`config.mk`:
```
export PLATFORM = sky130hd
export DESIGN_NAME = tmu_vscan
export DESIGN_NICKNAME = d
export VERILOG_FILES = /design/src/hw/tmu_pkg.sv /design/src/hw/tmu_vdiv_if.sv /design/src/hw/tmu_vscan.sv /design/src/hw/tmu_vinterp.sv /design/src/hw/tmu_geninterp.sv /design/src/hw/tmu_vdiv.sv
export SDC_FILE = /design/constraint.sdc
export NUM_CORES = 2
export LEC_CHECK = 0
export BUFFER_PORTS_ARGS = -buffer_cell sky130_fd_sc_hd__buf_2
export CAP_MARGIN = 0
export CORE_MARGIN = 1.5
export CORE_UTILIZATION = 25
export CTS_BUF_LIST = sky130_fd_sc_hd__clkbuf_4
export DETAILED_ROUTE_END_ITERATION = 6
export HOLD_SLACK_MARGIN = 0.12
export PLACE_DENSITY = 0.4
export SKIP_LAST_GASP = 1
export SLEW_MARGIN = 30
export SYNTH_ARGS = -nofsm -noshare
export SYNTH_HDL_FRONTEND = slang
export SYNTH_HIERARCHICAL = 1
export SYNTH_SLANG_ARGS = --single-unit
```
`constraint.sdc`:
```
create_clock -name sys_clk -period 10 [get_ports sys_clk]
set_clock_uncertainty 0.1 [all_clocks]
set_input_delay 2 -clock sys_clk [delete_from_list [all_inputs] [get_ports sys_clk]]
set_output_delay 2 -clock sys_clk [all_outputs]
set_load 0.05 [all_outputs]
```
`src/hw/tmu_pkg.sv`:
```
// Texture mapping unit, vertical scan stage
// Shared widths and the divider state encoding

package tmu_pkg;

	// ####################
	// Widths
	// ####################

	// Texture coordinate, unsigned fixed point
	typedef logic [17:0] tex_coord_t;

	// Screen coordinate
	typedef logic [11:0] scr_coord_t;

	// Square height in points
	typedef logic [10:0] square_t;

	// Magnitude of a quotient or remainder
	typedef logic [16:0] quot_t;

	// ####################
	// Divider
	// ####################

	// Quotient bits, one per cycle
	localparam int DIV_STEPS = 17;

	typedef enum logic [1:0] {
		DIV_IDLE,
		DIV_RUN,
		DIV_DONE
	} div_state_t;

endpackage
```
`src/hw/tmu_vdiv_if.sv`:
```
// Divided column from the setup divider to the vertical interpolator
// Strobe/acknowledge handshake, data stable while stb waits for ack

interface tmu_vdiv_if;
	logic stb;
	logic ack;

	// Edge start points
	tmu_pkg::tex_coord_t ax;
	tmu_pkg::tex_coord_t ay;
	tmu_pkg::tex_coord_t bx;
	tmu_pkg::tex_coord_t by;

	// Per channel step: direction, quotient, remainder
	logic cx_positive;
	tmu_pkg::quot_t cx_q;
	tmu_pkg::quot_t cx_r;
	logic cy_positive;
	tmu_pkg::quot_t cy_q;
	tmu_pkg::quot_t cy_r;
	logic dx_positive;
	tmu_pkg::quot_t dx_q;
	tmu_pkg::quot_t dx_r;
	logic dy_positive;
	tmu_pkg::quot_t dy_q;
	tmu_pkg::quot_t dy_r;

	tmu_pkg::scr_coord_t drx;
	tmu_pkg::scr_coord_t dry;
	tmu_pkg::square_t squareh;

	modport src (
		output stb, ax, ay, bx, by,
		output cx_positive, cx_q, cx_r, cy_positive, cy_q, cy_r,
		output dx_positive, dx_q, dx_r, dy_positive, dy_q, dy_r,
		output drx, dry, squareh,
		input ack
	);

	modport dst (
		input stb, ax, ay, bx, by,
		input cx_positive, cx_q, cx_r, cy_positive, cy_q, cy_r,
		input dx_positive, dx_q, dx_r, dy_positive, dy_q, dy_r,
		input drx, dry, squareh,
		output ack
	);
endinterface

```
`src/hw/tmu_vscan.sv`:
```
// Vertical scan stage of the texture mapping unit
// Setup divider feeding the vertical interpolator, two columns in flight

module tmu_vscan (
	input  logic                sys_clk,
	input  logic                sys_rst,
	output logic                busy,
	input  logic                in_stb,
	output logic                in_ack,
	input  tmu_pkg::tex_coord_t ax,
	input  tmu_pkg::tex_coord_t ay,
	input  tmu_pkg::tex_coord_t bx,
	input  tmu_pkg::tex_coord_t by,
	input  tmu_pkg::tex_coord_t cx,
	input  tmu_pkg::tex_coord_t cy,
	input  tmu_pkg::tex_coord_t dx,
	input  tmu_pkg::tex_coord_t dy,
	input  tmu_pkg::scr_coord_t drx,
	input  tmu_pkg::scr_coord_t dry,
	input  tmu_pkg::square_t    squareh,
	output logic                out_stb,
	input  logic                out_ack,
	output tmu_pkg::scr_coord_t x,
	output tmu_pkg::scr_coord_t y,
	output tmu_pkg::tex_coord_t tsx,
	output tmu_pkg::tex_coord_t tsy,
	output tmu_pkg::tex_coord_t tex,
	output tmu_pkg::tex_coord_t tey
);

	logic div_busy;
	logic interp_busy;

	tmu_vdiv_if u_vd_if ();

	tmu_vdiv u_vdiv (
		.sys_clk (sys_clk),
		.sys_rst (sys_rst),
		.busy    (div_busy),
		.in_stb  (in_stb),
		.in_ack  (in_ack),
		.ax      (ax),
		.ay      (ay),
		.bx      (bx),
		.by      (by),
		.cx      (cx),
		.cy      (cy),
		.dx      (dx),
		.dy      (dy),
		.drx     (drx),
		.dry     (dry),
		.squareh (squareh),
		.vd      (u_vd_if.src)
	);

	tmu_vinterp u_vinterp (
		.sys_clk (sys_clk),
		.sys_rst (sys_rst),
		.busy    (interp_busy),
		.vd      (u_vd_if.dst),
		.out_stb (out_stb),
		.out_ack (out_ack),
		.x       (x),
		.y       (y),
		.tsx     (tsx),
		.tsy     (tsy),
		.tex     (tex),
		.tey     (tey)
	);

	// Work held in either stage
	assign busy = div_busy | interp_busy;

endmodule

```
`src/hw/tmu_vinterp.sv`:
```
// Vertical interpolator
// Loads a divided column and emits squareh points down both edges,
// one per output handshake

module tmu_vinterp (
	input  logic                sys_clk,
	input  logic                sys_rst,
	output logic                busy,
	tmu_vdiv_if.dst             vd,
	output logic                out_stb,
	input  logic                out_ack,
	output tmu_pkg::scr_coord_t x,
	output tmu_pkg::scr_coord_t y,
	output tmu_pkg::tex_coord_t tsx,
	output tmu_pkg::tex_coord_t tsy,
	output tmu_pkg::tex_coord_t tex,
	output tmu_pkg::tex_coord_t tey
);

	typedef enum logic {
		VI_IDLE,
		VI_BUSY
	} vi_state_t;

	vi_state_t state;
	logic load;
	logic next_point;
	logic last_point;
	tmu_pkg::square_t remaining;
	tmu_pkg::square_t squareh_r;

	// Channels: left x, left y, right x, right y
	tmu_pkg::tex_coord_t init_v[4];
	logic pos_v[4];
	tmu_pkg::quot_t q_v[4];
	tmu_pkg::quot_t r_v[4];
	logic pos_r[4];
	tmu_pkg::quot_t q_r[4];
	tmu_pkg::quot_t r_r[4];
	tmu_pkg::tex_coord_t o_v[4];

	always_comb begin
		init_v = '{vd.ax, vd.ay, vd.bx, vd.by};
		pos_v = '{vd.cx_positive, vd.cy_positive, vd.dx_positive, vd.dy_positive};
		q_v = '{vd.cx_q, vd.cy_q, vd.dx_q, vd.dy_q};
		r_v = '{vd.cx_r, vd.cy_r, vd.dx_r, vd.dy_r};
	end

	// ####################
	// Datapath
	// ####################

	always_ff @(posedge sys_clk) begin
		if (load) begin
			x <= vd.drx;
			squareh_r <= vd.squareh;
			for (int i = 0; i < 4; i++) begin
				pos_r[i] <= pos_v[i];
				q_r[i] <= q_v[i];
				r_r[i] <= r_v[i];
			end
		end
	end

	always_ff @(posedge sys_clk) begin
		if (load) begin
			y <= vd.dry;
			remaining <= vd.squareh - 1'b1;
		end else if (next_point) begin
			y <= y + 1'b1;
			remaining <= remaining - 1'b1;
		end
	end

	for (genvar i = 0; i < 4; i++) begin : g_ch
		tmu_geninterp u_interp (
			.sys_clk    (sys_clk),
			.load       (load),
			.next_point (next_point),
			.init       (init_v[i]),
			.positive   (pos_r[i]),
			.q          (q_r[i]),
			.r          (r_r[i]),
			.divisor    (squareh_r),
			.o          (o_v[i])
		);
	end

	assign tsx = o_v[0];
	assign tsy = o_v[1];
	assign tex = o_v[2];
	assign tey = o_v[3];

	// ####################
	// Controller
	// ####################

	assign last_point = remaining == '0;
	assign load = (state == VI_IDLE) && vd.stb;
	// Last point transfer only ends the column
	assign next_point = (state == VI_BUSY) && out_ack && !last_point;

	assign vd.ack = state == VI_IDLE;
	assign out_stb = state == VI_BUSY;
	assign busy = state == VI_BUSY;

	always_ff @(posedge sys_clk) begin
		if (sys_rst) begin
			state <= VI_IDLE;
		end else begin
			case (state)
				VI_IDLE: begin
					if (vd.stb)
						state <= VI_BUSY;
				end
				VI_BUSY: begin
					if (out_ack && last_point)
						state <= VI_IDLE;
				end
				default: state <= VI_IDLE;
			endcase
		end
	end

endmodule

```
`src/hw/tmu_geninterp.sv`:
```
// Linear interpolator for one texture coordinate
// Steps by q per point and carries the remainder in an error accumulator

module tmu_geninterp (
	input  logic                sys_clk,
	input  logic                load,
	input  logic                next_point,
	input  tmu_pkg::tex_coord_t init,
	input  logic                positive,
	input  tmu_pkg::quot_t      q,
	input  tmu_pkg::quot_t      r,
	input  tmu_pkg::square_t    divisor,
	output tmu_pkg::tex_coord_t o
);

	tmu_pkg::quot_t err;
	logic [17:0] err_sum;
	logic carry;
	tmu_pkg::tex_coord_t delta;

	always_comb begin
		err_sum = {1'b0, err} + {1'b0, r};
		// Accumulated fraction reached a whole step
		carry = err_sum >= 18'(divisor);
		delta = tmu_pkg::tex_coord_t'(q) + tmu_pkg::tex_coord_t'(carry);
	end

	always_ff @(posedge sys_clk) begin
		if (load) begin
			o <= init;
			err <= '0;
		end else if (next_point) begin
			if (positive)
				o <= o + delta;
			else
				o <= o - delta;
			if (carry)
				err <= tmu_pkg::quot_t'(err_sum - 18'(divisor));
			else
				err <= tmu_pkg::quot_t'(err_sum);
		end
	end

endmodule

```
`src/hw/tmu_vdiv.sv`:
```
// Column setup divider
// Splits the four edge differences into sign and magnitude, then runs
// a restoring division by squareh on all four channels in parallel

module tmu_vdiv (
	input  logic                sys_clk,
	input  logic                sys_rst,
	output logic                busy,
	input  logic                in_stb,
	output logic                in_ack,
	input  tmu_pkg::tex_coord_t ax,
	input  tmu_pkg::tex_coord_t ay,
	input  tmu_pkg::tex_coord_t bx,
	input  tmu_pkg::tex_coord_t by,
	input  tmu_pkg::tex_coord_t cx,
	input  tmu_pkg::tex_coord_t cy,
	input  tmu_pkg::tex_coord_t dx,
	input  tmu_pkg::tex_coord_t dy,
	input  tmu_pkg::scr_coord_t drx,
	input  tmu_pkg::scr_coord_t dry,
	input  tmu_pkg::square_t    squareh,
	tmu_vdiv_if.src             vd
);

	localparam int STEP_W = $clog2(tmu_pkg::DIV_STEPS);

	tmu_pkg::div_state_t state;
	logic [STEP_W-1:0] step;
	logic load;

	// Registered column
	tmu_pkg::tex_coord_t ax_r;
	tmu_pkg::tex_coord_t ay_r;
	tmu_pkg::tex_coord_t bx_r;
	tmu_pkg::tex_coord_t by_r;
	tmu_pkg::scr_coord_t drx_r;
	tmu_pkg::scr_coord_t dry_r;
	tmu_pkg::square_t squareh_r;

	// Channel order: cx, cy, dx, dy
	tmu_pkg::tex_coord_t start_v[4];
	tmu_pkg::tex_coord_t end_v[4];
	logic pos_v[4];
	tmu_pkg::tex_coord_t mag_v[4];
	logic [17:0] shifted_v[4];
	logic [17:0] trial_v[4];
	logic fits_v[4];

	logic pos_r[4];
	tmu_pkg::quot_t num_r[4];
	tmu_pkg::quot_t rem_r[4];

	assign in_ack = state == tmu_pkg::DIV_IDLE;
	assign busy = state != tmu_pkg::DIV_IDLE;
	assign load = in_stb && in_ack;

	// ####################
	// Datapath
	// ####################

	always_comb begin
		start_v = '{ax, ay, bx, by};
		end_v = '{cx, cy, dx, dy};
		for (int i = 0; i < 4; i++) begin
			pos_v[i] = end_v[i] >= start_v[i];
			mag_v[i] = pos_v[i] ? end_v[i] - start_v[i] : start_v[i] - end_v[i];
			// Bring down the next dividend bit
			shifted_v[i] = {rem_r[i], num_r[i][16]};
			fits_v[i] = shifted_v[i] >= 18'(squareh_r);
			trial_v[i] = shifted_v[i] - 18'(squareh_r);
		end
	end

	always_ff @(posedge sys_clk) begin
		if (load) begin
			ax_r <= ax;
			ay_r <= ay;
			bx_r <= bx;
			by_r <= by;
			drx_r <= drx;
			dry_r <= dry;
			squareh_r <= squareh;
			for (int i = 0; i < 4; i++) begin
				pos_r[i] <= pos_v[i];
				num_r[i] <= mag_v[i][16:0];
				// MSB starts in the remainder, quotient fits 17 bits for squareh > 1
				rem_r[i] <= tmu_pkg::quot_t'(mag_v[i][17]);
			end
		end else if (state == tmu_pkg::DIV_RUN) begin
			for (int i = 0; i < 4; i++) begin
				// Quotient bits shift in behind the dividend
				num_r[i] <= {num_r[i][15:0], fits_v[i]};
				rem_r[i] <= fits_v[i] ? trial_v[i][16:0] : shifted_v[i][16:0];
			end
		end
	end

	// ####################
	// Controller
	// ####################

	always_ff @(posedge sys_clk) begin
		if (sys_rst) begin
			state <= tmu_pkg::DIV_IDLE;
			step <= '0;
		end else begin
			case (state)
				tmu_pkg::DIV_IDLE: begin
					if (in_stb) begin
						state <= tmu_pkg::DIV_RUN;
						step <= '0;
					end
				end
				tmu_pkg::DIV_RUN: begin
					step <= step + 1'b1;
					if (step == STEP_W'(tmu_pkg::DIV_STEPS - 1))
						state <= tmu_pkg::DIV_DONE;
				end
				tmu_pkg::DIV_DONE: begin
					if (vd.ack)
						state <= tmu_pkg::DIV_IDLE;
				end
				default: state <= tmu_pkg::DIV_IDLE;
			endcase
		end
	end

	// Result towards the interpolator
	assign vd.stb = state == tmu_pkg::DIV_DONE;
	assign vd.ax = ax_r;
	assign vd.ay = ay_r;
	assign vd.bx = bx_r;
	assign vd.by = by_r;
	assign vd.cx_positive = pos_r[0];
	assign vd.cx_q = num_r[0];
	assign vd.cx_r = rem_r[0];
	assign vd.cy_positive = pos_r[1];
	assign vd.cy_q = num_r[1];
	assign vd.cy_r = rem_r[1];
	assign vd.dx_positive = pos_r[2];
	assign vd.dx_q = num_r[2];
	assign vd.dx_r = rem_r[2];
	assign vd.dy_positive = pos_r[3];
	assign vd.dy_q = num_r[3];
	assign vd.dy_r = rem_r[3];
	assign vd.drx = drx_r;
	assign vd.dry = dry_r;
	assign vd.squareh = squareh_r;

endmodule

```
Word-level counts from Yosys, hierarchy flattened
Memory sizes are Yosys's and may differ from the RTL's.
Index checks and enable logic that the tools add are counted.
- RAM bits: 280
- output and inout bits: 99
- memories kept: 6
- input port bits: 183
- logic and storage cells: 157
- register bits after elaboration: 301
- multiplexer cells: 52
- add/sub/neg operators: 36
- bitwise logic cells: 10
- eq/ne operators: 6
- $lt $le $gt $ge: 12
- reductions and logical operators: 13
- memory list (memory ; words ; width ; read ports ; clocked after memory_dff ; wr ports ; line ; source):
    u_vdiv.num_r ; 4 ; 17 ; 4 ; 0 ; 4 ; tmu_vdiv.sv:50 ; tmu_pkg::quot_t num_r[4];
    u_vdiv.rem_r ; 4 ; 17 ; 4 ; 0 ; 4 ; tmu_vdiv.sv:51 ; tmu_pkg::quot_t rem_r[4];
    u_vinterp.q_r ; 4 ; 17 ; 4 ; 0 ; 4 ; tmu_vinterp.sv:38 ; tmu_pkg::quot_t q_r[4];
    u_vinterp.r_r ; 4 ; 17 ; 4 ; 0 ; 4 ; tmu_vinterp.sv:39 ; tmu_pkg::quot_t r_r[4];
    u_vdiv.pos_r ; 4 ; 1 ; 4 ; 0 ; 4 ; tmu_vdiv.sv:49 ; logic pos_r[4];
    u_vinterp.pos_r ; 4 ; 1 ; 4 ; 0 ; 4 ; tmu_vinterp.sv:37 ; logic pos_r[4];
- operators with widths (cell ; number):
    $mux W18 ; 16
    $mux W17 ; 16
    $sub A18 B18 Y18 ; 12
    $ge A18 B11 Y1 ; 8
    $sub A17 B11 Y17 ; 8
    $add A17 B1 Y18 ; 4
    $add A17 B17 Y18 ; 4
    $add A18 B18 Y18 ; 4
    $ge A18 B18 Y1 ; 4
    $mux W12 ; 2
    $mux W11 ; 2
    $sub A11 B1 Y11 const B ; 2
    $add A12 B1 Y12 const B ; 1
    $logic_not A11 Y1 ; 1
    $pmux W5 S2 ; 1
    $mux W1 ; 9
    $or A1 B1 Y1 ; 9
    $mux W2 ; 3
    $ne A2 B2 Y1 const B ; 3
    $pmux W2 S3 ; 1
    $reduce_bool A2 Y1 ; 3
    $add A5 B1 Y5 const B ; 1
    $eq A5 B5 Y1 const B ; 1
    $logic_and A1 B1 Y1 ; 5
    other kinds (9) ; 9

Longest topological paths before layout
- depth in word-level cells: 7
- depth in mapped cells: 38

By module
Netlist, hierarchy kept.
- modules (own cells, without submodules) (module ; cells an instance ; instances ; area an instance (um2)):
    tmu_vdiv ; 1970 ; 1 ; 18769.3
    tmu_geninterp at u_vinterp.g_ch[0].u_interp ... ; 562 ; 2 ; 4488.1
    tmu_vinterp ; 309 ; 1 ; 6389.9
    tmu_geninterp at u_vinterp.g_ch[1].u_interp ; 614 ; 1 ; 4777.1
    tmu_geninterp at u_vinterp.g_ch[2].u_interp ; 572 ; 1 ; 4628.2
    tmu_vscan ; 1 ; 1 ; 6.3

Least setup slack after synthesis
No wires, ideal clock.
- path kind: input -> register
- start point: in in_stb
- end point: mem u_vdiv/num_r[0][0] in the netlist's numbering (enable)
- slack: 1.729 ns
- stages on the path: 3
- data arrival time: 7.683 ns
- cells stage by stage: and2_1 nor2_1 inv_1
- RTL lines (item ; line ; source):
    from (decl) ; tmu_vscan.sv:8 ; input logic in_stb,
    to (decl) ; tmu_vdiv.sv:50 ;

==> results.yml <==
run_status:
  status: "completed"
place:
  place.gp.congestion: 0.816
  io_buffers: 281
  dpl.cell_count: 7028
  dp_slack_ns: 1.70
  place_hpwl_um: 95000
die:
  die_area_um2: 177000
  io_pins: 282
  core_area_um2: 172000
  placement_rows: 152
  die_h_um: 420
  initial_core_util: 0.253
  die_x_um: 420
logic_synthesis:
  netlist-cell-type-count: 125
  synthAdderAreaFrac: 0.120
  synth-compound-area-share: 0.192
  yosysTopAreaCell: "edfxtp_1"
  syn-num-nets: 5177
  yosysMostFrequentCell: "edfxtp_1"
  synthFlopType: "edfxtp_1"
  synth_mux_area_frac: 0.0290
  synthTopCellsByArea: "edfxtp_1 (35%), ha_1 (11%), xnor2_1 (5.2%)"
  syn_avg_cell_area_um2: 9.49
  synth_top_family_by_area: "compound AO/OA/AOI/OAI gates"
  ys_top_cells_by_count: "edfxtp_1 (505), nor2_1 (428), ha_1 (380), a21oi_1 (347), inv_1 (334)"
  synthCells: 4590
  async_flop_share: 0
  mappedNetlistArea_um2: 43500
  synth_xor_area_frac: 0.0784
  synth_top_area_frac: 0.348
  ys_warn_count: 6
  synth-seq-cells: 581
  synth_edf_count: 505
  synthSimpleGateAreaFrac: 0.149
  yosysSeqAreaShare: 0.383
clock_network:
  cts_buffer_depth: 3
  clock_latency_ns: 1.10
  clock_sinks: 581
  path_clk_slew_ns: 0.06
  cts_tree: "yes"
  cts_root_buf: "clkbuf_4"
  cts-resized-gates: 0
  cts_setup_buffers: 0
  numCtsBuffers: 187
  cts_hold_buf: 0
  htreeDepth: 4
grt:
  grt_first_pass_wirelength_um: 198000
  overflow: 0
  grt_max_degree: 119
  antenna_found_initial: 6
  grt_pass1_vias: 34400
  grt_usage: 0.143
power_and_ir_drop:
  irDropWorstVdd_v: 0.0000984
  p_seq_frac: 0.397
  combPwrFrac: 0.278
  pwr-share-clk: 0.325
  p_switching_uw: 2550
  powerDensity_nw_per_um2: 152
  intPower_uw: 5020
  swShare: 0.337
  p_leak_uw: 0.0200
timing:
  min_period_ns: 8.43
  drv_slew: 0
  worst_pin_slew_ns: 0.941
  fmaxAchievable_mhz: 119
  setup_violations: 0
  slew_headroom: 0.373
  final.period_utilization: 0.843
  postLayoutSetupSlackWorst_ns: 1.57
  final-hold-violation-count: 0
  grt_setup_unrepaired: "no"
  setup_tns_ns: 0
setup_path:
  startpoint: "u_vinterp/r_r[1][0]$_DFFE_PN_"
  worst_path_max_delay_cell: "and2_1"
  end_kind: "register"
  crit_path_frequent_cell: "ha_1"
  worstPathMaxFanout: 16
  critical_path_class: "reg -> reg"
  cp.arrival_ns: 9.17
  critPathMaxStageDelay_ns: 0.58
  crit_required_ns: 10.74
  critPathLaunchType: "register"
  reg2reg_from: "u_vinterp/r_r[1][0]$_DFFE_PN_"
route:
  wl_per_cell_um: 17.3
  vias_per_cell: 4.70
  vias: 34700
  ant_nets: 0
  routed_wirelength_um: 128000
  dr.pass1.iters: 5
  drt_iter0_markers: 1740
  route.detailed.drc: 0
finish:
  fillCellCount: 18500
  post_route_cells_drive_above_1_share: 0.146
  nets: 5494
  syn2layout_area_growth_pct: 14.1
  stdcell_count: 7381
run:
  cap_violations: 0
hold_path:
  hold_path.class: "reg -> reg"
  worstHoldStart: "u_vdiv/num_r[2][11]$_DFFE_PP_"
==> cell type report <==
class / instances / area [um2] / area share
clock buffers: 267 / 2000 / 0.0403
inverters: 338 / 1290 / 0.0261
diodes: 4 / 10.0 / 0.000201
well taps: 2310 / 2890 / 0.0582
repair buffers: 301 / 1580 / 0.0318
clock inverters: 82 / 400 / 0.00806
flip-flops and latches: 581 / 16700 / 0.336
multi-input cells: 3498 / 24800 / 0.500
==> stage by stage <==
| step | cell area [um2] | hold slack (ns) | utilization | power (uW) |
|---|---|---|---|---|
| finish | 49700 | 0.297 | 0.288 | 7570 |
| global route | 49700 | 0.311 | 0.288 | 8150 |
| CTS | 49700 | 0.302 | 0.288 | 7750 |
| detailed placement | 47300 | 0.305 | 0.274 | 5160 |
| global placement | 47300 | 0.301 | 0.274 | 5160 |
| floorplan | 43500 | 0.300 | - | 4620 |
==> logic make-up after synthesis <==
family | Yosys count
fa+ha+maj | 404
buf+inv | 511
flops | 581
xor+xnor | 389
simple gates | 1344
compound gates | 1240
mux | 121
==> critical path: cells and delay by family, from the launching register on <==
| kind | cells | cell delay, ns |
|---|---|---|
| adders and majority gates | 6 | 1.95 |
| and+or+nand+nor | 8 | 2.28 |
| xor gates and xnor gates | 2 | 0.39 |
| DFF | 1 | 0.38 |
| AOI/OAI and AO/OA | 15 | 3.08 |
==> power by group through the flow <==
stage / logic (uW) / registers, uW / clock network (uW)
6_report: 2110 / 3000 / 2460
5_1_grt: 2370 / 3030 / 2750
4_1_cts: 2120 / 3010 / 2620
3_5_place_dp: 2100 / 3060 / 0
3_3_place_gp: 2110 / 3060 / 0
2_1_floorplan: 1620 / 3000 / 0
==> worst paths after layout <==
path                                                endpoint  slack, ns  cells after the start
setup / recovery  u_vinterp/g_ch[1].u_interp/o[16]$_DFFE_PP_       1.57                     31
setup reg to reg  u_vinterp/g_ch[1].u_interp/o[16]$_DFFE_PP_       1.57                     31
hold reg to reg               u_vinterp/q_r[2][11]$_DFFE_PN_       0.30                      0
hold / removal                u_vinterp/q_r[2][11]$_DFFE_PN_       0.30                      0
==> layer usage <==
layer	global-route usage	wire (um)
met5	0	9
met4	0.0496	3100
met3	0.0270	5100
met2	0.233	59100
met1	0.188	60600
==> registers in the layout, summed over array words and instances (netlist names), 68 cells and up <==
register,cells
u_vinterp/r_r,68
u_vinterp/g_ch.u_interp/err,68
u_vinterp/q_r,68
u_vdiv/rem_r,68
u_vinterp/g_ch.u_interp/o,72
u_vdiv/num_r,68
==> cell usage in the layout, fill, tap and decap left out, types with 89 or more instances in the layout <==
| cell type | instances |
|---|---|
| buf_2 | 281 |
| ha_1 | 380 |
| xor2_1 | 130 |
| nor3_1 | 108 |
| nor2_1 | 427 |
| inv_1 | 333 |
| xnor2_1 | 258 |
| o21ai_0 | 227 |
| edfxtp_1 | 505 |
| nand2_1 | 327 |
| a21o_1 | 110 |
| clkbuf_4 | 267 |
| mux2i_1 | 89 |
| a21oi_1 | 347 |
| nand3_1 | 108 |
(Power assumes the default switching activity.)
